$ cat src/source/shared_read_xbar_defs.svh
// Shared read crossbar configuration
// Sizes of the FIFO set, the banked RAM and its fixed read latency

`ifndef SHARED_READ_XBAR_DEFS_SVH
`define SHARED_READ_XBAR_DEFS_SVH

// Logical FIFOs that share the RAM
`define NUM_FIFOS 4

// RAM read ports, one bank each; must be a power of two
`define NUM_READ_PORTS 2

// Word address width across the whole shared RAM
`define ADDR_WIDTH 6

`define DATA_WIDTH 16

// Cycles from a read issued at a bank to its data being valid, at least 1
`define RAM_READ_LATENCY 2

`endif

$ cat src/source/shared_read_xbar_pkg.sv
// Shared read crossbar types
// Address, data word, FIFO index and bank index used across the design

`default_nettype none

`include "shared_read_xbar_defs.svh"

package shared_read_xbar_pkg;

  // Low log2(NUM_READ_PORTS) bits of an address select the bank
  typedef logic [`ADDR_WIDTH-1:0] addr_t;

  typedef logic [`DATA_WIDTH-1:0] data_t;

  typedef logic [$clog2(`NUM_FIFOS)-1:0] fifo_id_t;

  // A single-port RAM still needs one bit to carry a bank index
  typedef logic [((`NUM_READ_PORTS > 1) ? $clog2(`NUM_READ_PORTS) : 1)-1:0] bank_id_t;

endpackage

`default_nettype wire

$ cat src/source/read_addr_decode.sv
// Read address decode
// Routes each FIFO request to the bank named by its low address bits and
// folds the bank grants back into a per-FIFO address ready

`timescale 1ns/1ps
`default_nettype none

`include "shared_read_xbar_defs.svh"

module read_addr_decode (
  input  logic [`NUM_FIFOS-1:0]                              rd_addr_valid,
  input  shared_read_xbar_pkg::addr_t [`NUM_FIFOS-1:0]        rd_addr,
  input  logic [`NUM_READ_PORTS-1:0][`NUM_FIFOS-1:0]         bank_grant,
  output logic [`NUM_READ_PORTS-1:0][`NUM_FIFOS-1:0]         bank_req,
  output logic [`NUM_FIFOS-1:0]                              rd_addr_ready
);

  for (genvar f = 0; f < `NUM_FIFOS; f++) begin : gen_fifo
    shared_read_xbar_pkg::bank_id_t target_bank;
    logic [`NUM_READ_PORTS-1:0] fifo_grant;

    // Modulo by a power of two keeps only the bank bits, and gives bank 0
    // when there is a single port
    assign target_bank = shared_read_xbar_pkg::bank_id_t'(rd_addr[f] % `NUM_READ_PORTS);

    for (genvar b = 0; b < `NUM_READ_PORTS; b++) begin : gen_bank
      assign bank_req[b][f] = rd_addr_valid[f] &&
                              (target_bank == shared_read_xbar_pkg::bank_id_t'(b));
      assign fifo_grant[b] = bank_grant[b][f];
    end

    // Only the targeted bank can grant, so the OR is that bank's grant
    assign rd_addr_ready[f] = |fifo_grant;
  end

endmodule

`default_nettype wire

$ cat config.mk
export PLATFORM = sky130hd
export DESIGN_NAME = read_addr_decode
export DESIGN_NICKNAME = d
export VERILOG_FILES = /design/src/source/shared_read_xbar_pkg.sv /design/src/source/read_addr_decode.sv
export VERILOG_INCLUDE_DIRS = /design/src /design/src/source
export SDC_FILE = /design/constraint.sdc
export NUM_CORES = 1
export LEC_CHECK = 0
export ABC_AREA = 0
export BUFFER_PORTS_ARGS = -buffer_cell sky130_fd_sc_hd__buf_4
export CAP_MARGIN = 30
export CORE_AREA = 5 5 42 44
export DETAILED_ROUTE_END_ITERATION = 8
export DIE_AREA = 0 0 47 49
export PLACE_DENSITY = 0.56
export SYNTH_ARGS = -nofsm -noshare
export SYNTH_HDL_FRONTEND = slang
export SYNTH_SLANG_ARGS = --single-unit
$ cat constraint.sdc
create_clock -name vclk -period 0.8
set_input_delay 0.16 -clock vclk [all_inputs]
set_output_delay 0.16 -clock vclk [all_outputs]
set_load 0.01 [all_outputs]
### Yosys cells after proc, flatten, opt, wreduce, memory -nomap -nowiden

Cells that the tools add are included.

* flip-flop bits (word level): 0
* input bits: 36
* output and inout port bits: 12
* word-level logic and storage cells: 16

* bitwise gates (word level): 4
* reductions and logical operators: 12

Operator list (count)
* 1-bit logical AND: 8
* 2-bit OR reduction: 4
* 1-bit inverter: 4

### Depth between registers and ports, before layout

* word-level depth: 2
* gate-level depth with buffers: 1
* gate-level depth less buffers: 1

### Worst setup path before layout

No wires, ideal clock.

* path kind: input-to-output
* start point: input bank_grant[4] (netlist bit)
* end point: output rd_addr_ready[0]
* arrival time: 408 ps
* slack: 232 ps
* stages: 1
* buffers on the path: 0
* cell sequence: or2_1

* longest elaborated chain between the ends: 1

RTL lines
* from (decl): line read_addr_decode.sv:13 `` input logic [`NUM_READ_PORTS-1:0][`NUM_FIFOS-1:0] bank_grant, ``
* 2-bit OR reduction: line read_addr_decode.sv:33 `assign rd_addr_ready[f] = |fifo_grant;`
* to (decl): line read_addr_decode.sv:15 `` output logic [`NUM_FIFOS-1:0] rd_addr_ready ``

No other way between the ends.

### Worst setup path after layout

* start point: input bank_grant[5] (netlist bit)
* end point: output rd_addr_ready[1]

The elaborated chain is that of the path after synthesis.

==> key figures <==
Run status
  – Outcome: completed

Power
  – Peak supply drop: between 0.00008 and 0.00009 V
  – PwrDens: 483 nW/µm²
  – Part of the power in registers: 0%
  – Switching portion of total power: between 30% and 40%
  – Leakage Power: ~0.16 nW
  – Clock network power share: 0%
  – Power Internal: between 0.0001 and 0.00015 W
  – Comb power frac: 100.0%
  – Design Power: ~0.00015 W
  – Psw: between 0.00004 and 0.00005 W

Finish
  – Diodes inserted: 0
  – FF/Latch Area: 0 µm²
  – Sequential cells: 0
  – Fin area: ~310 µm²
  – Fill cell count: 160
  – Area delta synth->final: 307%
  – Share of cells above drive strength 1: between 70% and 80%
  – Final nets: slightly below 80
  – Area of the multi-input gates: between 70 and 80 µm²
  – Clock buffers: 0

STA
  – Final Max Tran Viols: 0
  – Relative slew margins: a little over nine tenths
  – Crit share post-route: between 90% and 100%
  – Final setup fails: 0
  – Min Tclk post-route: approximately 0.78 ns
  – Final setup TNS: 0 ns
  – Tightest Pin Transition: about 0.095 ns
  – Final Hold Viols: 0
  – F_max: between 1000 and 1500 MHz
  – RSZ-0062 raised after global routing: false

Route
  – DRC Markers: 0
  – Mean number of vias per cell: about 3.3
  – Iter 0 DRT Violations: 0
  – WL/cell: between 8 and 9 µm
  – Vias after detailed routing: 185
  – Final WL: around 500 µm
  – Pre-antenna DRT Iters: 1
  – Post-route ant nets: 0

GRT
  – Total grt overflow: 0
  – Global-route wire length before repair: ~700 µm
  – GRT Overall Usage: 3.79%
  – Antenna violations before repair: 0
  – Vias in the first global route: around 190
  – Largest net degree at the start of global routing: 3

Critical path
  – Kind of critical path: input port to output port
  – Slowest CP cell: or2_1
  – Crit path cell chain: buf_4 -> or2_1 -> buf_4
  – Most used cell, CP: buf_4
  – Critical Path Sink Type: output port
  – Critical path startpoint category: input port
  – CP peak stage delay: between 0.2 and 0.25 ns
  – Crit-path max FO: 1
  – CP required: 0.64 ns
  – CP arrival: 0.62 ns

Logic synthesis
  – Synth Warn #: 0
  – Share of the yosys chip area belonging to registers: 0%
  – Area leader, netlist: and2_1
  – Cells after Synth: 12
  – Post-synthesis cell type count: 3
  – Syn Std Cell Area: roughly 75 µm²
  – Share of the synthesized area in the top cell type: around 33%
  – Post-Syn Nets: 48
  – Syn avg cell area: ~6.3 µm²
  – Top area cells in the synthesized netlist: and2_1 (33%), nor2b_1 (33%), or2_1 (33%)

Place
  – Final Wtd Congestion: 0.521
  – Buffers on Ports: 28
  – Placed Instance Area: ~310 µm²

CTS
  – # resized after CTS: 0
  – CTS Hold Buffers Added: 0
  – Post-CTS setup buffer count: 0

Floorplan
  – Ports: 48
  – Initial Util: 5.36%
  – # rows: 14
  – Die Wd: about 47 µm
  – Die height: between 40 and 50 µm
  – Core area: 1400 µm²
  – Die Area: between 2000 and 2500 µm²

Flow run
  – Max Cap Violations: 0

Worst hold path
  – Worst Hold Class: input port to output port
[cell type report]
type	count	share of cell area, %
multi-input cells	12	24.6
repair buffers	28	68.9
well taps	16	6.56
[layer usage]
| metal | routed length (µm) | global-route usage (%) | vias to the layer above |
|---|---|---|---|
| li1 | - | - | 92 |
| met1 | 151 | 4.35 | 70 |
| met2 | 210 | 6.79 | 23 |
| met3 | 135 | 1.48 | 0 |
| met4 | 0 | 0 | 0 |
| met5 | 0 | 0 | - |
[power groups by stage]
| stage | combinational (W) | clock, W | sequential, W |
|---|---|---|---|
| 4_1_cts | 0.000151 | 0 | 0 |
| 6_report | 0.000148 | 0 | 0 |
| 3_3_place_gp | 0.000147 | 0 | 0 |
| 2_1_floorplan | 0.0000401 | 0 | 0 |
| 3_5_place_dp | 0.000151 | 0 | 0 |
| 5_1_grt | 0.000161 | 0 | 0 |
[placed cells by master (no fill, tap or decap), drive strengths merged]
| cell type | count |
|---|---|
| or2 | 4 |
| and2 | 4 |
| nor2b | 4 |
| buf | 28 |
[final timing paths]
path | startpoint | end | slack (ns) | depth (start not counted)
worst min-delay path | rd_addr[18] | bank_req[3] | 0.57 | 3
worst max-delay path | bank_grant[5] | rd_addr_ready[1] | 0.02 | 3
[critical path: cells and delay by family]
kind,cells,cell delay (ns)
simple gates,1,0.21
buf+inv,2,0.24
[Yosys cell counts]
library cell / instances
and2_1: 4
nor2b_1: 4
or2_1: 4
[cells by family after synthesis]
| kind of cell | synth area share [%] |
|---|---|
| and+or+nand+nor | 100 |
[stage by stage]
step / worst slack (ns) / instances / utilization, % / hold WS (ns)
2_1_floorplan: 0.232 / 12 / - / 0.366
3_3_place_gp: 0.0229 / 56 / 21.8 / 0.562
3_5_place_dp: 0.0182 / 56 / 21.8 / 0.569
4_1_cts: 0.0151 / 56 / 21.8 / 0.568
5_1_grt: 0.00398 / 56 / 21.8 / 0.574
6_report: 0.0179 / 56 / 21.8 / 0.566
No activity file was read; power rests on OpenSTA's default activity.
