<file path="src/source/shared_read_xbar_defs.svh">
// Shared read crossbar configuration
// Sizes of the FIFO set, the banked RAM and its fixed read latency

`ifndef SHARED_READ_XBAR_DEFS_SVH
`define SHARED_READ_XBAR_DEFS_SVH

// Logical FIFOs that share the RAM
`define NUM_FIFOS 4

// RAM read ports, one bank each; must be a power of two
`define NUM_READ_PORTS 2

// Word address width across the whole shared RAM
`define ADDR_WIDTH 6

`define DATA_WIDTH 16

// Cycles from a read issued at a bank to its data being valid, at least 1
`define RAM_READ_LATENCY 2

`endif

</file>
<file path="src/source/shared_read_xbar_pkg.sv">
// Shared read crossbar types
// Address, data word, FIFO index and bank index used across the design

`default_nettype none

`include "shared_read_xbar_defs.svh"

package shared_read_xbar_pkg;

  // Low log2(NUM_READ_PORTS) bits of an address select the bank
  typedef logic [`ADDR_WIDTH-1:0] addr_t;

  typedef logic [`DATA_WIDTH-1:0] data_t;

  typedef logic [$clog2(`NUM_FIFOS)-1:0] fifo_id_t;

  // A single-port RAM still needs one bit to carry a bank index
  typedef logic [((`NUM_READ_PORTS > 1) ? $clog2(`NUM_READ_PORTS) : 1)-1:0] bank_id_t;

endpackage

`default_nettype wire

</file>
<file path="src/source/banked_ram.sv">
// Banked RAM model
// One bank per read port, interleaved on the low address bits, with a
// preload write port and a fixed read latency on every bank

`timescale 1ns/1ps
`default_nettype none

`include "shared_read_xbar_defs.svh"

module banked_ram (
  input  logic                                                clk,
  input  logic                                                rst_n,
  input  logic                                                wr_valid,
  input  shared_read_xbar_pkg::addr_t                         wr_addr,
  input  shared_read_xbar_pkg::data_t                         wr_data,
  input  logic [`NUM_READ_PORTS-1:0]                          bank_rd_valid,
  input  shared_read_xbar_pkg::addr_t [`NUM_READ_PORTS-1:0]    bank_rd_addr,
  output logic [`NUM_READ_PORTS-1:0]                          bank_rd_data_valid,
  output shared_read_xbar_pkg::data_t [`NUM_READ_PORTS-1:0]    bank_rd_data
);

  localparam int BankBits = $clog2(`NUM_READ_PORTS);
  localparam int RowBits  = `ADDR_WIDTH - BankBits;
  localparam int Rows     = 2 ** RowBits;

  shared_read_xbar_pkg::bank_id_t wr_bank;

  assign wr_bank = shared_read_xbar_pkg::bank_id_t'(wr_addr % `NUM_READ_PORTS);

  for (genvar b = 0; b < `NUM_READ_PORTS; b++) begin : gen_bank
    shared_read_xbar_pkg::data_t mem [Rows];
    shared_read_xbar_pkg::data_t rd_word_q;
    logic                        rd_valid_q;

    // The upper address bits index the row inside the bank
    always_ff @(posedge clk) begin
      if (wr_valid && (wr_bank == shared_read_xbar_pkg::bank_id_t'(b))) begin
        mem[wr_addr[`ADDR_WIDTH-1:BankBits]] <= wr_data;
      end
      if (bank_rd_valid[b]) begin
        rd_word_q <= mem[bank_rd_addr[b][`ADDR_WIDTH-1:BankBits]];
      end
    end

    always_ff @(posedge clk or negedge rst_n) begin
      if (!rst_n) begin
        rd_valid_q <= 1'b0;
      end else begin
        rd_valid_q <= bank_rd_valid[b];
      end
    end

    // Sampling register counts as the first latency cycle
    tag_delay_line #(
      .NumStages (`RAM_READ_LATENCY - 1),
      .payload_t (shared_read_xbar_pkg::data_t)
    ) u_rd_data_delay (
      .clk       (clk),
      .rst_n     (rst_n),
      .in_valid  (rd_valid_q),
      .in_data   (rd_word_q),
      .out_valid (bank_rd_data_valid[b]),
      .out_data  (bank_rd_data[b])
    );
  end

endmodule

`default_nettype wire

</file>
<file path="src/source/tag_delay_line.sv">
// Valid-qualified delay line
// Carries a payload through a fixed number of register stages; the payload
// registers only load when the stage ahead of them holds valid data

`timescale 1ns/1ps
`default_nettype none

module tag_delay_line #(
  parameter int  NumStages = 1,
  parameter type payload_t = logic
) (
  input  logic     clk,
  input  logic     rst_n,
  input  logic     in_valid,
  input  payload_t in_data,
  output logic     out_valid,
  output payload_t out_data
);

  if (NumStages == 0) begin : gen_no_stages
    assign out_valid = in_valid;
    assign out_data  = in_data;
  end else begin : gen_stages
    logic [NumStages-1:0] stage_valid;
    payload_t             stage_data [NumStages];

    always_ff @(posedge clk or negedge rst_n) begin
      if (!rst_n) begin
        stage_valid <= '0;
      end else begin
        stage_valid[0] <= in_valid;
        for (int i = 1; i < NumStages; i++) begin
          stage_valid[i] <= stage_valid[i-1];
        end
      end
    end

    always_ff @(posedge clk) begin
      if (in_valid) begin
        stage_data[0] <= in_data;
      end
      for (int i = 1; i < NumStages; i++) begin
        if (stage_valid[i-1]) begin
          stage_data[i] <= stage_data[i-1];
        end
      end
    end

    assign out_valid = stage_valid[NumStages-1];
    assign out_data  = stage_data[NumStages-1];
  end

endmodule

`default_nettype wire
</file>
<file path="config.mk">
export PLATFORM = sky130hd
export DESIGN_NAME = banked_ram
export DESIGN_NICKNAME = d
export VERILOG_FILES = /design/src/source/shared_read_xbar_pkg.sv /design/src/source/banked_ram.sv /design/src/source/tag_delay_line.sv
export VERILOG_INCLUDE_DIRS = /design/src /design/src/source
export SDC_FILE = /design/constraint.sdc
export NUM_CORES = 1
export LEC_CHECK = 0
export BUFFER_PORTS_ARGS = -buffer_cell sky130_fd_sc_hd__buf_2
export CAP_MARGIN = 5
export CORE_UTILIZATION = 50
export CTS_CLUSTER_SIZE = 8
export DETAILED_ROUTE_END_ITERATION = 6
export PLACE_DENSITY_LB_ADDON = 0.3
export SYNTH_ARGS = -nofsm -noshare
export SYNTH_HDL_FRONTEND = slang
export SYNTH_SLANG_ARGS = --single-unit
</file>
<file path="constraint.sdc">
create_clock -name clk -period 2.7 [get_ports clk]
set_input_delay 0.405 -clock clk [delete_from_list [all_inputs] [get_ports clk]]
set_output_delay 0.405 -clock clk [all_outputs]
set_load 0.005 [all_outputs]
</file>
### Word-level counts from Yosys, hierarchy flattened

Memory sizes are Yosys's and may differ from the RTL's. A register that Yosys moved wholly into a read port is not among the register bits.
Cells that the tools add are included.

* memory bits (writable): 1056
* output and inout bits: 34
* memories: 4
* logic and storage cells: 19
* bits of input ports: 39
* bits in registers: 4

* reduce and logical (&&, ||, !) cells: 2
* bitwise logic cells: 1
* muxes and demuxes: 8

Memories
* gen_bank[0].mem: depth 32, bits a word 16, rd ports 1, clocked after memory_dff 1, write ports 1, line banked_ram.sv:31 `shared_read_xbar_pkg::data_t mem [Rows];`
* gen_bank[1].mem: depth 32, bits a word 16, rd ports 1, clocked after memory_dff 1, write ports 1, line banked_ram.sv:31
* gen_bank[0].u_rd_data_delay.gen_stages.stage_data: depth 1, bits a word 16, rd ports 1, clocked after memory_dff 0, write ports 1, line tag_delay_line.sv:25 `payload_t stage_data [NumStages];`
* gen_bank[1].u_rd_data_delay.gen_stages.stage_data: depth 1, bits a word 16, rd ports 1, clocked after memory_dff 0, write ports 1, line tag_delay_line.sv:25

Operators by type and width (count)
* 2-to-1 mux 1 bit: 8
* logical AND 1 bit: 2
* inverter 1 bit: 1

### Depth between registers and ports, before layout

* depth in word-level cells: 4
* mapped depth: 8
* mapped depth without buffers: 5

### By module

A second synthesis with hierarchy kept.

* cells, all modules: 2321
* area, all modules: 42396.9 um^2

By module, submodules not included
* banked_ram: cells an instance 2287, sequential area each 31760.5 um^2, instances 1, area each 41385.9 um^2
* tag_delay_line: cells an instance 17, sequential area each 505.5 um^2, instances 2, area each 505.5 um^2

### Worst setup path before layout

OpenSTA, ideal clock, no wires.

* path type: in2reg
* start point: in wr_addr[3]
* end point: mem gen_bank[1].mem[7][0] (netlist bit) (enable)
* path slack: 0.371 ns
* data required time: 2.311 ns
* library setup time: 0.389 ns
* data arrival time: 1.940 ns
* path buffers: 2
* cell stages on the path: 4
* path through: clkbuf_1 or3b_2 clkbuf_1 nor2_1

RTL lines
* from (decl): line banked_ram.sv:14 `input shared_read_xbar_pkg::addr_t wr_addr,`
* to (decl): line banked_ram.sv:31

Straight into the memory's write port.

==> metrics.csv <==
metric,value,unit
run_status,completed,
post_cts_buffers,0,
slowest_delay,0.50,ns
finalNetCount,2620,
htreeDepth,4,
initial_core_util,50.6,%
place_congestion,0.808,
drv_cap,0,
multi_input_area,8580,µm²
timing.final.crit_share,63.6,%
hold_path_depth,1,
worstReg2RegEnd,gen_bank[0].rd_word_q[5],
die-area,86000,µm²
grt_pass1_wl,141000,µm
hold_viol_final,0,
drtIter0Drc,2395,
cp_num_buf_inv,2,
rows,106,
cts.clk_slew.worst_paths,0.05,ns
vias_per_cell,5.88,
hold_start,bank_rd_valid[1],
worst_setup_path_end_kind,flop,
synthFlopType,edfxtp_1,
cts_sinks,1092,
arrival,2.15,ns
synthesis.area,42400,µm²
fillers,6105,
path_class,input pin to flop,
leakage,17.3,nW
synth.avg_cell_area,18.3,µm²
drc,0,
io_buffers,70,
syn_inst,2323,
top_level_ports,73,
yosys.area_share.xor_xnor,0,%
cp-start-kind,input pin,
hold_path_class,input pin to flop,
fmax,0.582,GHz
gr-total-overflow,0,
drt_first_pass_iters,6,
crit_family,simple AND/OR/NAND/NOR gates,
grt.total_usage,22.4,%
cts_tree,done,
wl_per_cell,25.4,µm
r2r_start,gen_bank[0].mem[2][5],
worst_clock_skew,0.0207,ns
antenna_found_initial,9,
peakVddDrop,0.450,mV
setup_viol,0,
synthSimpleGateAreaFrac,3.25,%
ys_seq_area_share,77.3,%
cts-root-buf,clkbuf_16,
drive_above_1_share,16.0,%
vias,22100,
worstPathMaxFanout,48,
cp_cell_sequence,buf_2 -> and2_2 -> buf_12 -> a21oi_1 -> a31oi_1 -> nand3_1,
reg2reg_depth,6,
rsz0062_at_grt,false,
synth_cell_types,28,
ys_warn_count,0,
synth_top_family_by_area,multiplexers,
clkLatencyLatePin,0.73,ns
register_area,32800,µm²
powerDensity,769,nW/µm²
syn_nets,2362,
drt_wl_total,95400,µm
dieHeight,293,µm
die_x,293,µm
slew_violations,0,
final_antenna_net_count,0,
max_slew.worst_pin.slew,1.19,ns
maxSlewHeadroom,20.7,%
cts_buffers,154,
dp_hpwl,55400,µm
required,3.13,ns
grt_max_degree,65,
ys_async_sr_fraction,0.366,%
muxShareOfSynthArea,12.1,%
r2r_slack,1.03,ns
ys_seq_elements,1092,
synth_edf_count,1088,
fin_tns_setup,0,ns
crit_slowest_cell,and2_2,
area_delta_synth_final,15.5,%
clockBufferDepth,3,
grt_pass1_vias,22500,
total_power,0.0377,W
core,83800,µm²
synth_compound_area_share,4.82,%
holdPathEnd,gen_bank[1].rd_valid_q,
synthAdderAreaFrac,0,%
fin_crit,1.72,ns
## metrics by stage
step                      util, %  instance area, µm²  std cells  worst slack [ns]  hold slack [ns]
after global routing         58.4               49000       3752             0.937           0.0343
after detailed placement     53.4               44800       3557             0.285            0.301
after CTS                    58.4               49000       3751              1.00          0.00811
after global placement       53.4               44800       3557             0.347            0.292
after floorplan                 -               42400       2323             0.371            0.109
final                        58.4               49000       3754             0.983           0.0391
## Yosys cell counts (33+ instances only)
master       n  share of area, %
edfxtp_1  1088                77
mux2i_1    512                12
a22oi_1    128               2.3
nand3_1     69              0.81
nand2_1     68              0.60
nor2_1      66              0.58
a21oi_1     64              0.76
a22o_1      64               1.3
buf_4       38              0.67
buf_2       36              0.42
nand4_1     33              0.49
## worst max-delay path by stage
stage	start	endpoint	slack (ns)	cells after the start
after floorplan	wr_addr[3]	gen_bank[1].mem[7][0]	0.37	4
after global placement	bank_rd_addr[9]	gen_bank[1].rd_word_q[5]	0.35	8
after detailed placement	bank_rd_addr[2]	gen_bank[0].rd_word_q[8]	0.28	8
after CTS	flop	bank_rd_data[30]	1.00	1
after global routing	gen_bank[1].mem[2][5]	gen_bank[1].rd_word_q[5]	0.94	7
final	bank_rd_addr[1]	gen_bank[0].rd_word_q[11]	0.98	6
## timing repair
item / CTS / global route
hold buffers: 2 / 0
resized for setup: 0 / 0
hold endpoints to repair: 7 / 0
## state kept, by name, summed over array words and instances (netlist names)
signal and count:
gen_bank.rd_valid_q 2, gen_bank.rd_word_q 32, gen_bank.u_rd_data_delay.gen_stages.stage_data 32, gen_bank.u_rd_data_delay.out_valid 2, gen_bank.mem 1024
## layout by cell type (no fill, tap or decap), drive strengths merged
cell | synthesis | layout
nand2 | 68 | 68
nand4 | 33 | 33
clkbuf | 32 | 182
a22oi | 128 | 128
mux2i | 512 | 512
nor3 | 32 | 32
inv | 0 | 8
or3 | 1 | 1
nor2 | 68 | 68
clkinv | 0 | 1
nand3 | 69 | 69
nand3b | 3 | 3
a31oi | 32 | 32
bufinv | 0 | 1
or2 | 2 | 2
edfxtp | 1088 | 1088
dfrtp | 4 | 4
a21oi | 64 | 64
or3b | 2 | 2
diode | 0 | 3
a22o | 64 | 64
dlygate4sd3 | 0 | 2
buf | 108 | 240
nor2b | 7 | 7
nand2b | 4 | 4
and2 | 2 | 2
## cell type report
| class | instances | share of cell area [%] |
|---|---|---|
| antenna | 3 | 0.0153 |
| clock inverter | 10 | 0.238 |
| tap | 1134 | 2.90 |
| sequential | 1092 | 66.9 |
| timing repair buffer | 242 | 4.17 |
| multi-input combinational | 1091 | 17.5 |
| clock buffer | 182 | 8.26 |
## report_power, final
group / switching [W] / internal, W
combinational: 0.00116 / 0.000637
clock: 0.00645 / 0.0104
sequential: 0.0000622 / 0.0189
total: 0.00767 / 0.0300
## metal layers
layer / up-vias / routed length [µm] / global-route usage, %
met1: 11300 / 39100 / 30.3
met3: 129 / 6900 / 4.43
met4: 8 / 1720 / 6.25
li1: 9767 / - / -
met2: 843 / 47600 / 37.1
met5: - / 50 / 0
## logic make-up (layout without fill, tap and decap cells)
| group | count (synthesis) | count (layout) |
|---|---|---|
| buf+inv | 140 | 434 |
| other cells | 0 | 3 |
| simple gates | 291 | 291 |
| compound gates | 288 | 288 |
| mux | 512 | 512 |
| flops | 1092 | 1092 |
No activity file was read; power rests on OpenSTA's default activity.
