===== config.mk =====
export PLATFORM = sky130hd
export DESIGN_NAME = read_data_return
export DESIGN_NICKNAME = d
export VERILOG_FILES = /design/src/source/shared_read_xbar_pkg.sv /design/src/source/read_data_return.sv /design/src/source/tag_delay_line.sv
export VERILOG_INCLUDE_DIRS = /design/src /design/src/source
export SDC_FILE = /design/constraint.sdc
export NUM_CORES = 1
export LEC_CHECK = 0
export ABC_AREA = 1
export BUFFER_PORTS_ARGS = -buffer_cell sky130_fd_sc_hd__buf_2
export CORE_MARGIN = 5
export CORE_UTILIZATION = 40
export CTS_BUF_LIST = sky130_fd_sc_hd__clkbuf_8
export CTS_CLUSTER_SIZE = 10
export DETAILED_ROUTE_END_ITERATION = 10
export PLACE_DENSITY = 0.8
export SYNTH_ARGS = -nofsm -noshare
export SYNTH_HDL_FRONTEND = slang
export SYNTH_SLANG_ARGS = --single-unit

===== constraint.sdc =====
create_clock -name clk -period 1.2 [get_ports clk]
set_clock_uncertainty 0.05 [all_clocks]
set_input_delay 0 -clock clk [delete_from_list [all_inputs] [get_ports clk]]
set_output_delay 0 -clock clk [all_outputs]
set_load 0.02 [all_outputs]

===== src/source/shared_read_xbar_defs.svh =====
// Shared read crossbar configuration
// Sizes of the FIFO set, the banked RAM and its fixed read latency

`ifndef SHARED_READ_XBAR_DEFS_SVH
`define SHARED_READ_XBAR_DEFS_SVH

// Logical FIFOs that share the RAM
`define NUM_FIFOS 4

// RAM read ports, one bank each; must be a power of two
`define NUM_READ_PORTS 2

// Word address width across the whole shared RAM
`define ADDR_WIDTH 6

`define DATA_WIDTH 16

// Cycles from a read issued at a bank to its data being valid, at least 1
`define RAM_READ_LATENCY 2

`endif


===== src/source/shared_read_xbar_pkg.sv =====
// Shared read crossbar types
// Address, data word, FIFO index and bank index used across the design

`default_nettype none

`include "shared_read_xbar_defs.svh"

package shared_read_xbar_pkg;

  // Low log2(NUM_READ_PORTS) bits of an address select the bank
  typedef logic [`ADDR_WIDTH-1:0] addr_t;

  typedef logic [`DATA_WIDTH-1:0] data_t;

  typedef logic [$clog2(`NUM_FIFOS)-1:0] fifo_id_t;

  // A single-port RAM still needs one bit to carry a bank index
  typedef logic [((`NUM_READ_PORTS > 1) ? $clog2(`NUM_READ_PORTS) : 1)-1:0] bank_id_t;

endpackage

`default_nettype wire


===== src/source/read_data_return.sv =====
// Read data return path
// Tracks which FIFO won each bank read and steers the returned word back
// to that FIFO once the RAM latency has elapsed

`timescale 1ns/1ps
`default_nettype none

`include "shared_read_xbar_defs.svh"

module read_data_return (
  input  logic                                                clk,
  input  logic                                                rst_n,
  input  logic [`NUM_READ_PORTS-1:0]                          bank_rd_valid,
  input  shared_read_xbar_pkg::fifo_id_t [`NUM_READ_PORTS-1:0] grant_fifo_id,
  input  logic [`NUM_READ_PORTS-1:0]                          bank_rd_data_valid,
  input  shared_read_xbar_pkg::data_t [`NUM_READ_PORTS-1:0]    bank_rd_data,
  output logic [`NUM_FIFOS-1:0]                               rd_data_valid,
  output shared_read_xbar_pkg::data_t [`NUM_FIFOS-1:0]         rd_data
);

  logic [`NUM_READ_PORTS-1:0]                           tag_valid;
  shared_read_xbar_pkg::fifo_id_t [`NUM_READ_PORTS-1:0] tag_id;
  // Bank b is returning data to FIFO f this cycle
  logic [`NUM_READ_PORTS-1:0][`NUM_FIFOS-1:0]          hit;

  for (genvar b = 0; b < `NUM_READ_PORTS; b++) begin : gen_bank
    tag_delay_line #(
      .NumStages (`RAM_READ_LATENCY),
      .payload_t (shared_read_xbar_pkg::fifo_id_t)
    ) u_tag_delay (
      .clk       (clk),
      .rst_n     (rst_n),
      .in_valid  (bank_rd_valid[b]),
      .in_data   (grant_fifo_id[b]),
      .out_valid (tag_valid[b]),
      .out_data  (tag_id[b])
    );

    for (genvar f = 0; f < `NUM_FIFOS; f++) begin : gen_fifo
      assign hit[b][f] = tag_valid[b] && bank_rd_data_valid[b] &&
                         (tag_id[b] == shared_read_xbar_pkg::fifo_id_t'(f));
    end
  end

  // A FIFO has at most one read per bank in flight at a given slot, so the
  // hits for one FIFO are one-hot across banks and an OR acts as the mux
  always_comb begin
    for (int f = 0; f < `NUM_FIFOS; f++) begin
      rd_data_valid[f] = 1'b0;
      rd_data[f]       = '0;
      for (int b = 0; b < `NUM_READ_PORTS; b++) begin
        if (hit[b][f]) begin
          rd_data_valid[f] = 1'b1;
          rd_data[f]       = rd_data[f] | bank_rd_data[b];
        end
      end
    end
  end

endmodule

`default_nettype wire


===== src/source/tag_delay_line.sv =====
// Valid-qualified delay line
// Carries a payload through a fixed number of register stages; the payload
// registers only load when the stage ahead of them holds valid data

`timescale 1ns/1ps
`default_nettype none

module tag_delay_line #(
  parameter int  NumStages = 1,
  parameter type payload_t = logic
) (
  input  logic     clk,
  input  logic     rst_n,
  input  logic     in_valid,
  input  payload_t in_data,
  output logic     out_valid,
  output payload_t out_data
);

  if (NumStages == 0) begin : gen_no_stages
    assign out_valid = in_valid;
    assign out_data  = in_data;
  end else begin : gen_stages
    logic [NumStages-1:0] stage_valid;
    payload_t             stage_data [NumStages];

    always_ff @(posedge clk or negedge rst_n) begin
      if (!rst_n) begin
        stage_valid <= '0;
      end else begin
        stage_valid[0] <= in_valid;
        for (int i = 1; i < NumStages; i++) begin
          stage_valid[i] <= stage_valid[i-1];
        end
      end
    end

    always_ff @(posedge clk) begin
      if (in_valid) begin
        stage_data[0] <= in_data;
      end
      for (int i = 1; i < NumStages; i++) begin
        if (stage_valid[i-1]) begin
          stage_data[i] <= stage_data[i-1];
        end
      end
    end

    assign out_valid = stage_valid[NumStages-1];
    assign out_data  = stage_data[NumStages-1];
  end

endmodule

`default_nettype wire

Word-level counts from Yosys, hierarchy flattened
Memories as Yosys holds them, arrays and structs flattened.
Index checks and enable logic that the tools add are counted.
W data, S select, Z words.

word-level totals
  register bits after elaboration = 4
  memory bits (writable) = 8
  input bits = 42
  output and inout port bits = 68
  logic and storage cells = 50
  memories = 2

operators by class
  eq/ne operators = 6
  multiplexer cells = 24
  bitwise gates (word level) = 4
  reduce and logical (&&, ||, !) cells = 12

memories
  name                                           words  width  read ports  clocked after Yosys merged registers in  write ports  line                  source
  gen_bank[0].u_tag_delay.gen_stages.stage_data  2      2      2           0                                        2            tag_delay_line.sv:25  payload_t stage_data [NumStages];
  gen_bank[1].u_tag_delay.gen_stages.stage_data  2      2      2           0                                        2            tag_delay_line.sv:25

operators with widths
  cell                  number
  $mux W16              8
  $or A16 B16 Y16       4
  $mux W1               16
  $logic_and A1 B1 Y1   10
  $eq A2 B2 Y1 const B  4
  $eq A2 B1 Y1 const B  2
  $logic_not A2 Y1      2

Depth between registers and ports, before layout
Gate-level depths: netlist of the first run.

  depth in word-level cells = 5
  gate-level depth with buffers = 5
  depth with buffers taken out = 4

By module
Synthesis of the first run repeated with hierarchy kept, for this count alone.

unflattened totals
  cells, all modules = 256
  area, all modules = 1510.2 um^2

modules (own cells, without submodules)
  module            times used  cells each  area each (um^2)  seq. area each (um^2)
  read_data_return  1           240         1139.8            0.0
  tag_delay_line    2           8           185.2             170.2

Worst setup path after synthesis of the first run
Ideal clock, no wire load.

  kind = register -> output
  start point = memory gen_bank[1].u_tag_delay.gen_stages.stage_data[0][3] in the netlist's numbering
  end point = output port rd_data[10] in the netlist's numbering
  arrival = 1161 ps
  data required time = 1150 ps
  path slack = -11 ps
  cell stages (with the launch flop) = 5
  path buffers = 1
  cells stage by stage = edfxtp_1 -> nor2_2 -> buf_4 -> nand3_1 -> nand2_1

RTL lines
  item                line                    source
  start: declaration  tag_delay_line.sv:25
  end: declaration    read_data_return.sv:18  output shared_read_xbar_pkg::data_t [`NUM_FIFOS-1:0] rd_data

==> metrics.cfg, run 1 <==
[pwr]
ir_worst_vdd_mv=1.16
leakagePower_nw=1.58
power.density_mw_per_mm2=659

[clock_tree]
path_clk_slew_ns=0.07
clock_sinks=12
clockRootBuffer=clkbuf_8
cts_buffer_depth=2
htree_levels=1
cts_buffers=3
cts_tree=done
clk_latency_ns=0.27

[timing]
tightestPinTransition_ns=0.349
slew_viol_final=0
final_hold_viol_count=0
fmax_mhz=607
setup_viol=68
fin_crit_sh=1.37
setup_ws_ns=-0.448
slew_headroom=0.768
rsz0062_at_grt=yes
min_period_ns=1.65

[yosys]
yosysSeqAreaShare=0.230
synth_area_leader_cell=nand3_1
netlist_area_sq_mm=0.00148
synth-seq-cells=12
ys_warn_count=0
syn_area_per_cell_sq_um=5.87
synth_nets=294
synth_cells=252
ys_top_cells_by_area=nand3_1, nand2_1, edfxtp_1
synth_top_area_frac=0.325
ys_types=14

[status]
outcome=finished with violations
violations=negative setup slack

[drt]
ant_nets=0
routed_wl_um=9440
wire_per_inst_um=22.0
drc_errors=0
via_per_inst=6.20
vias=2665
drtPass1Iterations=6
drt-initial-drc-count=314

[floorplan]
die_h_um=70.8
die_area_sq_mm=0.00502
die_x_um=70.8
io-pin-count=110
core-area_sq_mm=0.00363
start_util=0.407
row_count=22

[cells_and_area]
final_common_cell=buf_6
final_cell_mix=buf_6, nand2_2, nand3_1
instances_no_fill=430
area_growth_syn_to_layout_pct=125
post_route_cells_drive_above_1_share=0.696
fill_cells=138
num_antenna_cells=0
final_nets=425

[setup_path]
cp.required_ns=1.15
start_kind=flop
critPathMaxFanout=5
cp-end-kind=primary output
crit_top_cell=buf_6
worstSetupPathType=flop to primary output
crit_chain=buf_6, inv_4, nor2_4, buf_6, nand3_1, nand2_2, buf_6
crit_arrival_ns=1.60
rrSetupSlack_ns=0.42
cpPeakStageDelay_ns=0.42
worstRegToRegCells=0
crit_path_top_delay_cell=edfxtp_1

[placement]
dp.cells=413
gp_congestion=0.891
port_buffers=109
place_hpwl_um=4180
dp_worst_setup_slack_ns=-0.0560

[global_routing]
grt_overflow=0
grt_pass1_vias=2417
grt_usage=0.288
antenna_found_initial=0
grt_max_degree=34
grt_pass1_wl_um=11700

[flow_run]
max-cap-violations=0

[hold_path]
hold_path_class=input pin to async pin

power breakdown:
group	switching [mW]	total (mW)	internal, mW
logic	0.682	1.18	0.493
registers	0.0373	0.516	0.478
clock network	0.208	0.500	0.292
metrics by stage:
stage | instance area (sq um) | hold WS, ns | TNS (ns) | total power, mW | utilization
finish | 3330 | 0.0338 | -24.00 | 2.19 | 0.916
floorplan | 1490 | -0.346 | 0 | 0.926 | -
global placement | 2220 | -0.242 | -0.0524 | 1.26 | 0.610
global route | 3330 | 0.0379 | -27.54 | 2.27 | 0.916
CTS | 2950 | 0.0318 | -14.76 | 1.93 | 0.812
detailed placement | 2220 | -0.241 | -0.339 | 1.27 | 0.610
Yosys cell counts:
master	n
buf_2	6
clkinv_1	2
edfxtp_1	8
nor2_4	6
dfrtp_1	4
buf_6	5
inv_1	5
nor2_2	2
nand3_1	96
buf_4	5
nand2_1	108
clkbuf_1	2
nand2_2	2
inv_2	1
worst max-delay path by stage:
stage | start | end | slack (ns)
floorplan | flop | rd_data[10] | 0.04
global placement | flop | rd_data[35] | -0.01
detailed placement | flop | rd_data[35] | -0.06
finish | flop | rd_data[16] | -0.45
CTS | flop | rd_data[15] | -0.25
global route | flop | rd_data[16] | -0.47
sequential cells by signal, summed over array words and instances (netlist names):
| register | count |
|---|---|
| gen_bank.u_tag_delay.gen_stages.stage_data | 8 |
| gen_bank.u_tag_delay.gen_stages.stage_valid | 4 |
cells by family after synthesis:
kind of cell	count (synthesis)	synth area share
AND/OR/NAND/NOR	214	0.661
buffers and inverters	26	0.109
flip-flops	12	0.230
layer usage:
metal / up-vias / wire, um / part of all wire / global-route usage
li1: 1108 / - / - / -
met1: 1229 / 3210 / 0.34 / 0.328
met2: 267 / 4670 / 0.49 / 0.528
met3: 61 / 1020 / 0.11 / 0.0526
met4: 0 / 551 / 0.058 / 0.109
met5: - / 0 / 0 / 0
worst max-delay path: cells and delay by family (launching register included):
kind                   cells  cell delay [ns]
flip-flops                 1             0.42
AND/OR/NAND/NOR            3             0.43
buffers and inverters      4             0.48
timing repair:
action,in CTS,in global routing
endpoints found under the setup margin,68,68
pin swaps,16,34
hold endpoints to repair,14,0
gates resized for setup,182,95
hold buffers,7,0
cloned,2,1
buffers inserted,2,1
final cells by class:
class                   instances  area, sq um  share of cell area
well taps                      48         60.1              0.0181
clock buffers                   4         55.1              0.0165
inverters                       8         35.0              0.0105
repair buffers                144         1420               0.428
multi-input cells             214         1410               0.425
flip-flops and latches         12          340               0.102
No activity file was read; power rests on OpenSTA's default activity.
==> inputs of run 2 (changes only) <==
- PLACE_DENSITY: 0.8 -> 0.89
==> metrics.cfg, run 2 (synthesis results as in run 1) <==
[global_routing]
grt_pass1_wl_um=11200  ; -4.0%
grt_overflow=0  ; unchanged
grt_usage=0.273  ; -0.0146
antenna_found_initial=1  ; +1
grt_pass1_vias=2268  ; -6.2%
grt_max_degree=27  ; -21%

[hold_path]
hold_path_class=input pin to async pin

[clock_tree]
cts_tree=done
clk_latency_ns=0.24  ; -0.03 ns
htree_levels=1  ; unchanged
clock_sinks=12  ; unchanged
cts_buffer_depth=2  ; unchanged
path_clk_slew_ns=0.06  ; about the same
clockRootBuffer=clkbuf_8
cts_buffers=3  ; unchanged

[setup_path]
cp-end-kind=primary output
crit_path_top_delay_cell=edfxtp_1
start_kind=flop
worstSetupPathType=flop to primary output
cpPeakStageDelay_ns=0.48  ; +0.06 ns
worstRegToRegCells=0  ; unchanged
crit_chain=buf_6, nor2_4, clkbuf_16, nand3_2, nand2_1, buf_6
critPathMaxFanout=5  ; unchanged
crit_top_cell=buf_6
crit_arrival_ns=1.61  ; about the same
cp.required_ns=1.15  ; about the same

[status]
outcome=finished with violations
violations=negative setup slack

[drt]
routed_wl_um=10600  ; +13%
drc_errors=0  ; unchanged
drtPass1Iterations=7  ; +1
via_per_inst=6.62  ; +6.9%
vias=2895  ; +8.6%
wire_per_inst_um=24.4  ; +11%
drt-initial-drc-count=580  ; +85%
ant_nets=0  ; unchanged

[floorplan]
row_count=22  ; unchanged
io-pin-count=110  ; unchanged
die_h_um=70.8  ; unchanged
die_x_um=70.8  ; unchanged
core-area_sq_mm=0.00363  ; unchanged
start_util=0.407  ; unchanged
die_area_sq_mm=0.00502  ; unchanged

[cells_and_area]
final_cell_mix=buf_6, nand3_1, nand2_1
final_common_cell=buf_6
top_regs=gen_bank.u_tag_delay.gen_stages.stage_data: 8 flops, gen_bank.u_tag_delay.gen_stages.stage_valid: 4 flops
top_register=gen_bank.u_tag_delay.gen_stages.stage_data
post_route_cells_drive_above_1_share=0.601  ; -0.0958
final_nets=431  ; +1.4%
largest_reg_flops=8  ; unchanged
area_growth_syn_to_layout_pct=121
final_core_util=0.900  ; -0.0152

[pwr]
leakagePower_nw=1.62  ; +2.1%
p_total_mw=2.18  ; -0.54%
power.density_mw_per_mm2=666  ; +1.1%
ir_worst_vdd_mv=0.876  ; -24%

[timing]
setup_ws_ns=-0.459  ; -0.0106 ns
slew_headroom=0.799  ; +0.0309
min_period_ns=1.66  ; +0.0106 ns
tightestPinTransition_ns=0.302  ; -0.0463 ns
fmax_mhz=603  ; -0.64%
final_hold_viol_count=0  ; unchanged
fin_crit_sh=1.38  ; +0.00887
setup_viol=68  ; unchanged
rsz0062_at_grt=yes
slew_viol_final=0  ; unchanged

[placement]
dp_worst_setup_slack_ns=-0.0206  ; +0.0354 ns
gp_congestion=0.862  ; -3.2%
port_buffers=109  ; unchanged
place_hpwl_um=4280  ; +2.4%

[flow_run]
max-cap-violations=0  ; unchanged

## run 2: cell types whose count changed in the layout (fill, tap and decap cells not counted), moves of 2 or more
cell       before  now
nand3_2        45   22
buf_4           3   10
nand2_2        60   42
nand2_1        46   65
nand3_1        49   68
nand3_4         2    6
clkinv_2        2    0
clkbuf_16       0    2
buf_6          85   83
## run 2: timing repair
item | CTS | global route
endpoints found under the setup margin | 68 | 68
gates resized for setup | 164 | 75
cloned | 1 | 3
pin swaps | 18 | 31
hold buffers | 7 | 0
hold endpoints to repair | 14 | 0
buffers inserted | 0 | 8
## run 2: worst paths after layout
kind                                                                     end  slack (ns)                                         startpoint
max                                                              rd_data[14]       -0.46                                               flop
min                        gen_bank[0].u_tag_delay.gen_stages.stage_valid[0]        0.07                                              rst_n
max reg2reg                                                             flop        0.44  gen_bank[0].u_tag_delay.gen_stages.stage_valid[0]
min reg2reg                gen_bank[1].u_tag_delay.gen_stages.stage_valid[1]        0.37  gen_bank[1].u_tag_delay.gen_stages.stage_valid[0]
max in group asynchronous  gen_bank[1].u_tag_delay.gen_stages.stage_valid[1]        0.91                                              rst_n
min in group clk                                                 rd_data[55]        0.30                                   bank_rd_data[23]
## run 2: power breakdown
group          switching [mW]  total (mW)  internal (mW)
sequential             0.0310       0.510          0.479
combinational           0.704        1.23          0.525
clock                   0.150       0.440          0.290
total                   0.886        2.18           1.29
## run 2: area by class of cell
cell class	count	area (sq um)
repair buffers	150	1480
fillers	147	362
diodes	1	2.50
well taps	48	60.1
multi-input cells	214	1300
clock buffers	4	55.1
inverters	8	35.0
flip-flops and latches	12	340
## run 2: stage by stage
stage          area, sq um  std cells  TNS [ns]  hold slack (ns)
2_1_floorplan         1490        252         0           -0.346
3_3_place_gp          2200        413         0           -0.243
3_5_place_dp          2200        413    -0.193           -0.239
4_1_cts               2870        425    -15.34           0.0382
5_1_grt               3270        437    -27.52           0.0914
6_report              3270        437    -24.77           0.0701
## run 2: metal layers
metal / GRT usage / part of all wire / up-vias / wire [um]
met5: 0 / 0 / - / 0
met3: 0.0483 / 0.12 / 115 / 1330
li1: - / - / 1117 / -
met1: 0.308 / 0.32 / 1309 / 3380
met4: 0.136 / 0.087 / 0 / 931
met2: 0.490 / 0.47 / 354 / 5000
## run 2: worst max-delay path, delay by kind of cell (launching register included)
family | cells | cell delay (ns)
simple gates | 3 | 0.38
buf+inv | 3 | 0.51
flops | 1 | 0.48
==> inputs of run 3 (changes only) <==
--- a/config.mk
+++ b/config.mk
@@ -8,5 +8,5 @@
 export LEC_CHECK = 0
 export ABC_AREA = 1
-export BUFFER_PORTS_ARGS = -buffer_cell sky130_fd_sc_hd__buf_2
+export BUFFER_PORTS_ARGS = -buffer_cell sky130_fd_sc_hd__buf_4
 export CORE_MARGIN = 5
 export CORE_UTILIZATION = 40
@@ -14,6 +14,7 @@
 export CTS_CLUSTER_SIZE = 10
 export DETAILED_ROUTE_END_ITERATION = 10
-export PLACE_DENSITY = 0.89
+export PLACE_DENSITY = 0.88
 export SYNTH_ARGS = -nofsm -noshare
 export SYNTH_HDL_FRONTEND = slang
+export SYNTH_HIERARCHICAL = 1
 export SYNTH_SLANG_ARGS = --single-unit
==> constraint.sdc (replaced) <==
create_clock -name clk -period 1.2 [get_ports clk]
set_clock_uncertainty 0.05 [all_clocks]
set_input_delay 0.06 -clock clk [delete_from_list [all_inputs] [get_ports clk]]
set_output_delay 0.06 -clock clk [all_outputs]
set_load 0.02 [all_outputs]
==> metrics.cfg, run 3 <==
[setup_path]
cp.required_ns=1.09  ; -0.06 ns
cp-endpoint=rd_data[3]
r2r-start=gen_bank[1].u_tag_delay/gen_stages.stage_valid[0]
critPathMaxFanout=8  ; +3
crit_arrival_ns=1.52  ; -0.09 ns
worstRegToRegCells=0  ; unchanged
cp-end-kind=primary output
worstSetupPathType=flop to primary output
rrSetupSlack_ns=0.48  ; +0.04 ns
start_kind=flop

[yosys]
synthArstFlopShare=0.333  ; unchanged
synth-seq-cells=12  ; unchanged
synth_nets=298  ; +1.4%
yosys.area_share.adder=0  ; unchanged
synthXorXnorAreaFrac=0  ; unchanged
yosysMostFrequentCell=nand2_1
netlist_area_sq_mm=0.00151  ; +2.0%
yosysSeqAreaShare=0.225  ; -0.00457
ys_top_cells_by_area=nand3_1, nand2_1, edfxtp_1
syn_area_per_cell_sq_um=5.90  ; +0.43%
ys_warn_count=6  ; +6
synth_top_family_by_area=simple AND/OR/NAND/NOR gates
ys.flop_type=edfxtp_1
synthTopCellsByCount=nand2_1, nand3_1, buf_4
synth_edf_count=8  ; unchanged
synth-compound-area-share=0  ; unchanged
synth-simple-area-share=0.648  ; -0.0131
synth_cells=256  ; +1.6%
synth_mux_area_frac=0  ; unchanged
ys_types=14  ; unchanged
synth_top_area_frac=0.318  ; -0.00645
synth_area_leader_cell=nand3_1

[cells_and_area]
multi_input_area_sq_mm=0.00128  ; -1.5%
top_regs=gen_bank.u_tag_delay/gen_stages.stage_data: 8 flops, gen_bank.u_tag_delay/gen_stages.stage_valid: 4 flops
top_register=gen_bank.u_tag_delay/gen_stages.stage_data
final_common_cell=buf_6
final_nets=427  ; -0.93%
design_area_sq_mm=0.00327  ; -0.11%
final_core_util=0.893  ; -0.00780
num_antenna_cells=0  ; -1
post_route_cells_drive_above_1_share=0.586  ; -0.0146
fill_cells=154  ; +4.8%
final_cell_mix=buf_6, nand2_1, nand3_1
largest_reg_flops=8  ; unchanged
seq_area_sq_um=340  ; unchanged
area_growth_syn_to_layout_pct=116
instances_no_fill=432  ; -1.1%

[drt]
drc_errors=0  ; unchanged
via_per_inst=6.03  ; -9.0%
drtPass1Iterations=5  ; -2
routed_wl_um=8950  ; -16%
ant_nets=0  ; unchanged
drt-initial-drc-count=341  ; -41%
vias=2605  ; -10%
wire_per_inst_um=20.7  ; -15%

[pwr]
power.density_mw_per_mm2=628  ; -5.7%
ir_worst_vdd_mv=0.878  ; +0.26%
p_total_mw=2.05  ; -5.8%
leakagePower_nw=1.59  ; -1.5%

[timing]
fmax_mhz=612  ; +1.6%
min_period_ns=1.63  ; -0.0254 ns
finalSetupTns_ns=-23.71  ; +1.06 ns
setup_ws_ns=-0.434  ; +0.0254 ns
slew_headroom=0.804  ; +0.00518
rsz0062_at_grt=yes
final_hold_viol_count=0  ; unchanged
setup_viol=68  ; unchanged
whs_ns=0.114  ; +0.0437 ns
tightestPinTransition_ns=0.294  ; -0.00776 ns
fin_crit_sh=1.36  ; -0.0212
slew_viol_final=0  ; unchanged

[status]
outcome=finished with violations
violations=negative setup slack

[floorplan]
die_x_um=71.4  ; +0.87%
start_util=0.413  ; +0.00514
core-area_sq_mm=0.00366  ; +0.76%
io-pin-count=110  ; unchanged
row_count=22  ; unchanged
die_h_um=71.4  ; +0.87%
die_area_sq_mm=0.00510  ; +1.7%

[clock_tree]
clk_latency_ns=0.24  ; about the same
clockRootBuffer=clkbuf_8
cts_buffer_depth=2  ; unchanged
path_clk_slew_ns=0.05  ; about the same
cts_buffers=3  ; unchanged
htree_levels=1  ; unchanged
clock_sinks=12  ; unchanged
cts_tree=done

[global_routing]
antenna_found_initial=0  ; -1
grt_max_degree=52  ; +93%
grt_pass1_vias=2341  ; +3.2%
grt_overflow=0  ; unchanged
grt_pass1_wl_um=11600  ; +3.4%
grt_usage=0.280  ; +0.00664

[flow_run]
max-cap-violations=0  ; unchanged

[hold_path]
hold_path_class=input pin to async pin

[placement]
gp_congestion=0.821  ; -4.7%
dpl_cell_area_sq_mm=0.00244  ; +11%
dp.cells=410  ; -0.73%
port_buffers=109  ; unchanged
place_hpwl_um=4500  ; +5.0%
dp_worst_setup_slack_ns=-0.109  ; -0.0883 ns

## run 3: cell count changes after synthesis, sizes merged
cell	change
buf	+4
## run 3: how the worst min path moves through the flow
stage,end,from
5_1_grt,gen_bank[0].u_tag_delay/gen_stages.stage_valid[0],rst_n
3_5_place_dp,gen_bank[0].u_tag_delay/gen_stages.stage_valid[0],rst_n
2_1_floorplan,gen_bank[0].u_tag_delay/gen_stages.stage_valid[0],rst_n
6_report,gen_bank[1].u_tag_delay/gen_stages.stage_valid[1],rst_n
4_1_cts,gen_bank[0].u_tag_delay/gen_stages.stage_valid[0],rst_n
3_3_place_gp,gen_bank[1].u_tag_delay/gen_stages.stage_valid[0],rst_n
## run 3: layer usage
layer | track usage | up-vias | part of all wire
li1 | - | 1103 | -
met1 | 0.294 | 1209 | 0.32
met2 | 0.514 | 228 | 0.51
met3 | 0.0519 | 65 | 0.10
met4 | 0.161 | 0 | 0.063
met5 | 0 | - | 0
## run 3: cell families (layout without fill, tap and decap cells)
logic type,count (synthesis),count (layout)
AND/OR/NAND/NOR,214,214
buffers and inverters,30,158
flip-flops,12,12
## run 3: layout make-up
| cell class | count | share of cell area |
|---|---|---|
| Clock buffer | 3 | 0.0126 |
| Multi-Input combinational cell | 214 | 0.391 |
| Sequential cell | 12 | 0.104 |
| Clock inverter | 1 | 0.00115 |
| Tap cell | 48 | 0.0184 |
| Inverter | 8 | 0.0111 |
| Timing Repair Buffer | 146 | 0.462 |
## run 3: what timing repair did
| action | 4_1_cts | 5_1_grt |
|---|---|---|
| hold buffers | 7 | 0 |
| gates cloned | 2 | 3 |
| gates resized for setup | 101 | 63 |
| pin swaps | 14 | 22 |
| hold endpoints to repair | 14 | 0 |
| setup endpoints to repair | 68 | 68 |
| setup buffers | 6 | 0 |
## run 3: report_power, final
group / switching, mW / internal, mW
sequential: 0.0239 / 0.479
combinational: 0.664 / 0.521
clock: 0.139 / 0.225
## run 3: critical path, cell delays in order, from the launching register on
cell	delay, ns
edfxtp_1	0.42
buf_6	0.17
nor2_4	0.15
buf_6	0.17
nand3_1	0.11
nand2_1	0.14
buf_6	0.13
